`src/include/cache_settings.svh`:
```
`ifndef CACHE_SETTINGS_SVH
`define CACHE_SETTINGS_SVH

// byte address seen by the CPU and by memory.
`define CACHE_ADDR_WIDTH 16

// one CPU word, two bytes.
`define CACHE_WORD_WIDTH 16

// address split, the tag takes what is left over.
`define CACHE_OFFSET_BITS 4
`define CACHE_INDEX_BITS 3

`define CACHE_LINE_WIDTH 128 // eight words per line.

`endif
```
`src/cache_types_pkg.sv`:
```
package cache_types_pkg;

`include "cache_settings.svh"

    typedef logic [`CACHE_ADDR_WIDTH-1:0] cache_addr_t;
    typedef logic [`CACHE_WORD_WIDTH-1:0] cache_word_t;
    typedef logic [`CACHE_LINE_WIDTH-1:0] cache_line_t;

    // address fields, tag is the upper remainder.
    typedef logic [`CACHE_ADDR_WIDTH-`CACHE_INDEX_BITS-`CACHE_OFFSET_BITS-1:0] cache_tag_t;
    typedef logic [`CACHE_INDEX_BITS-1:0] cache_index_t;
    typedef logic [`CACHE_OFFSET_BITS-1:0] cache_offset_t; // upper bits pick the word.

    typedef logic [`CACHE_WORD_WIDTH/8-1:0] cache_mask_t; // one enable per byte.

    // controller sequence for hit service, eviction and fill.
    typedef enum logic [1:0] {
        idle_hit,
        write_back,
        read_in
    } cache_state_t;

endpackage

```
`src/cache_ctrl_if.sv`:
```
`timescale 1ns/1ns

interface cache_ctrl_if;

    // status, combinational from the addressed set.
    logic hit_0;
    logic hit_1;
    logic hit_any;
    logic dirty_out; // dirty bit of the lru way.
    logic lru_out;   // which way is least recently used.

    // control from the sequencer.
    logic cacheline_sel;  // way used for writes and memory data.
    logic tag_source_sel; // 0 stored tag, 1 cpu tag.
    logic load;           // merge cpu word into the line.
    logic load_all;       // take the whole line from memory.
    logic load_lru;
    logic lru_in;

    modport datapath (
        output hit_0, hit_1, hit_any, dirty_out, lru_out,
        input  cacheline_sel, tag_source_sel, load, load_all, load_lru, lru_in
    );

    modport control (
        input  hit_0, hit_1, hit_any, dirty_out, lru_out,
        output cacheline_sel, tag_source_sel, load, load_all, load_lru, lru_in
    );

endinterface

```
`src/cache.sv`:
```
`timescale 1ns/1ns

module cache
    import cache_types_pkg::*;
(
    input  logic        clk,
    input  logic        rst,
    // cpu side.
    input  cache_addr_t cpu_addr,
    input  logic        cpu_read,
    input  logic        cpu_write,
    input  cache_mask_t cpu_wmask,
    input  cache_word_t cpu_wdata,
    output cache_word_t cpu_rdata,
    output logic        cpu_resp,
    // memory side, one line per transfer.
    output cache_addr_t mem_addr,
    output logic        mem_read,
    output logic        mem_write,
    output cache_line_t mem_wdata,
    input  cache_line_t mem_rdata,
    input  logic        mem_resp
);

    cache_ctrl_if ctrl_if ();

    cache_datapath u_datapath (
        .clk       (clk),
        .rst       (rst),
        .cpu_addr  (cpu_addr),
        .cpu_wmask (cpu_wmask),
        .cpu_wdata (cpu_wdata),
        .cpu_rdata (cpu_rdata),
        .mem_rdata (mem_rdata),
        .mem_addr  (mem_addr),
        .mem_wdata (mem_wdata),
        .ctrl      (ctrl_if.datapath)
    );

    cache_control u_control (
        .clk       (clk),
        .rst       (rst),
        .cpu_read  (cpu_read),
        .cpu_write (cpu_write),
        .mem_resp  (mem_resp),
        .cpu_resp  (cpu_resp),
        .mem_read  (mem_read),
        .mem_write (mem_write),
        .ctrl      (ctrl_if.control)
    );

endmodule

```
`src/cache_control.sv`:
```
`timescale 1ns/1ns

module cache_control
    import cache_types_pkg::*;
(
    input  logic clk,
    input  logic rst,
    input  logic cpu_read,
    input  logic cpu_write,
    input  logic mem_resp,
    output logic cpu_resp,
    output logic mem_read,
    output logic mem_write,
    cache_ctrl_if.control ctrl
);

    cache_state_t state;
    cache_state_t next_state;
    logic         cpu_req;

    assign cpu_req = cpu_read | cpu_write;

    // outputs per state, mealy only in idle_hit.
    always_comb begin
        ctrl.cacheline_sel  = 1'b0;
        ctrl.tag_source_sel = 1'b0;
        ctrl.load           = 1'b0;
        ctrl.load_all       = 1'b0;
        ctrl.load_lru       = 1'b0;
        ctrl.lru_in         = 1'b0;
        cpu_resp            = 1'b0;
        mem_read            = 1'b0;
        mem_write           = 1'b0;

        case (state)
            idle_hit: begin
                if (cpu_req && ctrl.hit_any) begin
                    // the other way becomes least recently used.
                    ctrl.cacheline_sel = ctrl.hit_1;
                    ctrl.lru_in        = ~ctrl.hit_1;
                    ctrl.load_lru      = 1'b1;
                    ctrl.load          = cpu_write; // merge only on a write.
                    cpu_resp           = 1'b1;
                end
            end

            write_back: begin
                ctrl.cacheline_sel = ctrl.lru_out;
                mem_write          = 1'b1; // address from the stored tag.
            end

            read_in: begin
                ctrl.cacheline_sel  = ctrl.lru_out;
                ctrl.tag_source_sel = 1'b1;
                ctrl.load_all       = 1'b1; // last write lands with mem_resp.
                mem_read            = 1'b1;
            end

            default: begin
            end
        endcase
    end

    always_comb begin
        next_state = state;

        case (state)
            idle_hit: begin
                if (cpu_req && !ctrl.hit_any) begin
                    next_state = ctrl.dirty_out ? write_back : read_in;
                end
            end

            write_back: begin
                if (mem_resp) next_state = read_in;
            end

            read_in: begin
                if (mem_resp) next_state = idle_hit; // request then hits.
            end

            default: next_state = idle_hit;
        endcase
    end

    always_ff @(posedge clk) begin
        if (rst) begin
            state <= idle_hit;
        end else begin
            state <= next_state;
        end
    end

endmodule

```
`src/cache_datapath.sv`:
```
`timescale 1ns/1ns

module cache_datapath
    import cache_types_pkg::*;
(
    input  logic        clk,
    input  logic        rst,
    input  cache_addr_t cpu_addr,
    input  cache_mask_t cpu_wmask,
    input  cache_word_t cpu_wdata,
    output cache_word_t cpu_rdata,
    input  cache_line_t mem_rdata,
    output cache_addr_t mem_addr,
    output cache_line_t mem_wdata,
    cache_ctrl_if.datapath ctrl
);

    localparam int SETS     = 2 ** $bits(cache_index_t);
    localparam int WORD_W   = $bits(cache_word_t);
    localparam int BYTES    = WORD_W / 8;
    localparam int WORDS    = $bits(cache_line_t) / WORD_W;
    localparam int SEL_W    = $clog2(WORDS);
    localparam int BYTE_LSB = $clog2(BYTES);

    cache_tag_t    tag;
    cache_index_t  index;
    cache_offset_t offset;
    logic [SEL_W-1:0] word_sel;

    logic        way_valid [2];
    logic        way_dirty [2];
    cache_tag_t  way_tag   [2];
    cache_line_t way_line  [2];
    logic        way_write [2];

    logic [SETS-1:0] lru_bits;
    cache_line_t sel_line;
    cache_line_t hit_line;
    cache_line_t merged_line;
    cache_line_t fill_line;
    cache_word_t old_word;
    cache_word_t new_word;
    cache_tag_t  mem_tag;

    assign {tag, index, offset} = cpu_addr;
    assign word_sel = offset[$bits(cache_offset_t)-1:BYTE_LSB];

    // both ways get the same line and tag, only the write enable differs.
    for (genvar w = 0; w < 2; w++) begin : g_way
        assign way_write[w] = (ctrl.load | ctrl.load_all) && (ctrl.cacheline_sel == w[0]);

        cache_way u_way (
            .clk      (clk),
            .rst      (rst),
            .index    (index),
            .tag_in   (tag),
            .line_in  (fill_line),
            .write    (way_write[w]),
            .dirty_in (~ctrl.load_all),
            .valid    (way_valid[w]),
            .dirty    (way_dirty[w]),
            .tag      (way_tag[w]),
            .line     (way_line[w])
        );
    end

    assign ctrl.hit_0   = way_valid[0] && (way_tag[0] == tag);
    assign ctrl.hit_1   = way_valid[1] && (way_tag[1] == tag);
    assign ctrl.hit_any = ctrl.hit_0 | ctrl.hit_1;

    // one lru bit per set, names the way to evict next.
    always_ff @(posedge clk) begin
        if (rst) begin
            lru_bits <= '0;
        end else if (ctrl.load_lru) begin
            lru_bits[index] <= ctrl.lru_in;
        end
    end

    assign ctrl.lru_out   = lru_bits[index];
    assign ctrl.dirty_out = way_dirty[ctrl.lru_out];

    assign sel_line = way_line[ctrl.cacheline_sel];
    assign hit_line = ctrl.hit_1 ? way_line[1] : way_line[0];
    assign old_word = sel_line[word_sel*WORD_W +: WORD_W];

    // byte merge of the cpu word into the selected line.
    always_comb begin
        for (int b = 0; b < BYTES; b++) begin
            new_word[b*8 +: 8] = cpu_wmask[b] ? cpu_wdata[b*8 +: 8] : old_word[b*8 +: 8];
        end
        merged_line = sel_line;
        merged_line[word_sel*WORD_W +: WORD_W] = new_word;
    end

    assign fill_line = ctrl.load_all ? mem_rdata : merged_line;
    assign cpu_rdata = hit_line[word_sel*WORD_W +: WORD_W];

    // old tag for write back, cpu tag for a fill.
    assign mem_tag   = ctrl.tag_source_sel ? tag : way_tag[ctrl.cacheline_sel];
    assign mem_addr  = {mem_tag, index, cache_offset_t'(0)};
    assign mem_wdata = sel_line;

endmodule

```
`src/cache_way.sv`:
```
`timescale 1ns/1ns

module cache_way
    import cache_types_pkg::*;
(
    input  logic         clk,
    input  logic         rst,
    input  cache_index_t index,
    input  cache_tag_t   tag_in,
    input  cache_line_t  line_in,
    input  logic         write,
    input  logic         dirty_in,
    output logic         valid,
    output logic         dirty,
    output cache_tag_t   tag,
    output cache_line_t  line
);

    localparam int SETS = 2 ** $bits(cache_index_t);

    logic [SETS-1:0] valid_bits;
    logic [SETS-1:0] dirty_bits;
    cache_tag_t      tags  [SETS];
    cache_line_t     lines [SETS];

    // per set status bits.
    always_ff @(posedge clk) begin
        if (rst) begin
            valid_bits <= '0;
            dirty_bits <= '0;
        end else if (write) begin
            valid_bits[index] <= 1'b1;
            dirty_bits[index] <= dirty_in; // set on cpu write, cleared on fill.
        end
    end

    // tag and data storage.
    always_ff @(posedge clk) begin
        if (write) begin
            tags[index]  <= tag_in;
            lines[index] <= line_in;
        end
    end

    // lookup is combinational from the index.
    assign valid = valid_bits[index];
    assign dirty = dirty_bits[index];
    assign tag   = tags[index];
    assign line  = lines[index];

endmodule

```
`config.mk`:
```
export PLATFORM = sky130hd
export DESIGN_NAME = cache
export DESIGN_NICKNAME = d
export VERILOG_FILES = /design/src/cache_types_pkg.sv /design/src/cache_ctrl_if.sv /design/src/cache.sv /design/src/cache_control.sv /design/src/cache_datapath.sv /design/src/cache_way.sv
export VERILOG_INCLUDE_DIRS = /design/src /design/src/include
export SDC_FILE = /design/constraint.sdc
export NUM_CORES = 2
export LEC_CHECK = 0
export BUFFER_PORTS_ARGS = -buffer_cell sky130_fd_sc_hd__buf_2
export CORE_ASPECT_RATIO = 1.5
export CORE_MARGIN = 2
export CORE_UTILIZATION = 40
export DETAILED_ROUTE_END_ITERATION = 10
export PLACE_DENSITY_LB_ADDON = 0.1
export SYNTH_ARGS = -nofsm -noshare
export SYNTH_HDL_FRONTEND = slang
export SYNTH_SLANG_ARGS = --single-unit
```
`constraint.sdc`:
```
create_clock -name clk -period 13 [get_ports clk]
set_clock_uncertainty 0.2 [all_clocks]
set_input_delay 0.65 -clock clk [delete_from_list [all_inputs] [get_ports clk]]
set_output_delay 0.65 -clock clk [all_outputs]
set_load 0.01 [all_outputs]
```
==> impl_metrics.yaml <==
global_route:
  antenna_found_initial: 22
  grt_pass1_vias: 53900
  grt_max_degree: 145
  grt-ovfl-total: 0
  grtUsageTotal: 0.299
  grt_pass1_wl_um: 467000
timing:
  fin_crit_sh: 0.600
  rsz0062_at_grt: "false"
  final_hold_viol_count: 0
  slew_viol_final: 0
  tns_ps: 0
  worst_slack_ps: 5200
  finalSetupViolations: 0
  tightest_slew_ps: 1400
  fmax_mhz: 128
  maxSlewHeadroom: 0.0695
  fin_crit_ps: 7800
setup_path:
  cp.required_ps: 13300
  endpoint_kind: "flip-flop"
  path_cells: "buf_4 -> buf_4 -> buf_4 -> mux4_2 -> mux2i_2 -> xor2_1 -> and4_1 -> nand3_1 -> o21ai_4 -> buf_4 -> mux2i_1 -> a221oi_1 -> a32o_1 -> o221ai_1"
  path_class: "in2reg"
  path_max_fanout: 42
  crit_top_cell: "buf_4"
  cp-start-kind: "input pin"
  crit_arrival_ps: 8100
  slowest_delay_ps: 1020
  cp_slowest_cell: "o221ai_1"
floorplan:
  ios: 330
  initial_core_util: 0.402
  num_rows: 211
  die_w_um: 388
  die_y_um: 580
  dieArea_um2: 225000
  core_um2: 220000
placement:
  pre_cts_slack_ps: 4580
  port_buffers: 324
  dp_hpwl_um: 204000
  place_inst: 8434
  place_congestion: 0.907
clocking:
  cts_sinks: 2234
  cts_tree: "done"
  post-cts-setup-buffers: 0
  cts_root_buf: "clkbuf_16"
  htreeDepth: 4
  clock_latency_ps: 880
  cts_resized: 0
  cts_inserted_buffers: 217
  path_clk_slew_ps: 60
  cts_max_path_buffers: 4
  postCtsHoldBufs: 3
layout:
  layout.nets: 5957
  layout-drive-gt1-share: 0.177
  instances_no_fill: 8832
  fin_util: 0.459
  syn_to_final_growth_pct: 14.3
synth:
  syn_inst: 5378
  yosysSeqAreaShare: 0.754
  ys.flop_type: "edfxtp_1"
  async_flop_share: 0
  synthDistinctLibCells: 92
  synth_area_um2: 88400
  yosysWarnings: 0
  avgSynthCellArea_um2: 16.4
  synth.ff_latch_count: 2234
  synth_edf_count: 2192
pwr:
  cellLeakagePower_nw: 32.7
  power.internal_mw: 12.3
  power.total_mw: 16.7
  vdd_drop_max_mv: 0.127
  comb_power_share: 0.129
  p_clk_frac: 0.363
  power_density_nw_per_um2: 165
  power_switching_mw: 4.40
  power.share.sequential: 0.508
  swShare: 0.264
worst_hold_path:
  hp-class: "in2reg"
routing:
  drc: 0
  drtAntennaViolNets: 0
  drtPass1Iterations: 9
  vias: 57500
  viasPerCell: 6.51
  totalWireLength_um: 347000
  drt-wirelength-per-cell_um: 39.3
  drtIter0Drc: 8620
run:
  max-cap-violations: 0
outcome:
  status: "finished clean"
power by group through the flow:
stage                     clock (mW)  combinational (mW)  sequential, mW
after global routing            6.36                2.21            8.46
after floorplan                    0               0.951            8.62
after global placement             0                2.06            8.60
after detailed placement           0                2.08            8.61
final                           6.05                2.15            8.45
after CTS                       6.12                2.09            8.45
cells in the mapped netlist, types with 70 or more instances:
master    number  share of area
inv_1         75         0.0032
nor2_1       199         0.0085
a21oi_1      105         0.0059
clkbuf_1     187         0.0079
a222oi_1      75         0.0085
nand4_1       80         0.0057
a22o_1        95         0.0094
a221oi_1     133          0.013
a22oi_1      748          0.064
mux2i_1      163          0.018
and4_1        70         0.0069
edfxtp_1    2192           0.74
o21ai_0      143         0.0081
buf_2         96         0.0054
buf_1         79         0.0034
nand2_1      224         0.0095
layer usage:
| metal | wire, um | track usage | vias up |
|---|---|---|---|
| li1 | - | - | 23100 |
| met1 | 137000 | 0.412 | 30100 |
| met2 | 158000 | 0.465 | 3643 |
| met3 | 39000 | 0.0758 | 586 |
| met4 | 12200 | 0.0958 | 18 |
| met5 | 106 | 0 | - |
layout by cell type, fill, tap and decap left out, types with 40 or more instances in the layout:
cell / instances
nand4_1: 80
mux2_2: 68
edfxtp_1: 2192
a222oi_1: 75
a21oi_1: 98
inv_1: 75
dfxtp_1: 42
clkinv_1: 62
and4_1: 70
mux2i_1: 163
mux4_2: 44
clkbuf_16: 221
a22oi_1: 748
o221ai_1: 40
nand3_1: 54
a22o_1: 95
o21ai_0: 132
nand2_1: 222
clkbuf_1: 46
a221oi_1: 133
and3_1: 48
o21ai_1: 40
buf_2: 319
nor2_1: 175
buf_4: 221
cells by family (layout without fill, tap and decap cells):
logic type	after synthesis	count (layout)	synth area share
compound gates	1607	1607	0.137
mux	282	282	0.0395
other cells	1	12	0.0000424
fa+ha+maj	9	9	0.00127
buf+inv	467	1035	0.0228
xor+xnor	17	17	0.00168
simple gates	761	761	0.0434
flops	2234	2234	0.754
path summary, 6_finish.rpt:
kind	from	end	slack, ps	cells past startpoint
worst max-delay path	cpu_addr[6]	u_datapath.g_way[1].u_way.lines[6][31]$_DFFE_PP_	5200	14
worst min-delay path	cpu_addr[13]	u_datapath.g_way[0].u_way.tags[1][6]$_DFFE_PP_	50	1
worst max register to register	u_datapath.g_way[1].u_way.tags[3][0]$_DFFE_PP_	u_datapath.g_way[1].u_way.lines[6][31]$_DFFE_PP_	6120	11
worst min register to register	u_datapath.g_way[0].u_way.dirty_bits[4]$_SDFFE_PP0P_	u_datapath.g_way[0].u_way.dirty_bits[4]$_SDFFE_PP0P_	270	1
final cells by class:
cell class,count,area [um2]
fill,19200,119000
sequential,2234,66700
multi-input combinational,2680,20000
clock buffer,267,5700
timing repair buffer,571,3840
tap,2875,3600
clock inverter,120,863
inverter,77,289
antenna,8,20.0
sequential cells by signal (all words and copies together), names as in the netlist:
register,cells
u_datapath.g_way.u_way.tags,144
u_datapath.g_way.u_way.dirty_bits,16
u_datapath.g_way.u_way.lines,2048
u_control.state,2
u_datapath.g_way.u_way.valid_bits,16
u_datapath.lru_bits,8
critical path, delay by kind of cell:
kind            cells  cell delay [ps]
compound gates      4             2320
xor+xnor            1              440
buf+inv             4             2230
mux                 3             1540
simple gates        2              740
metrics by stage:
| stage | hold WS [ps] | area, um2 |
|---|---|---|
| 6_report | 49.6 | 101000 |
| 5_1_grt | 42.9 | 101000 |
| 4_1_cts | 1.49 | 101000 |
| 3_5_place_dp | 258 | 94400 |
| 3_3_place_gp | 247 | 94400 |
| 2_1_floorplan | 241 | 88400 |
(Power assumes the default switching activity.)
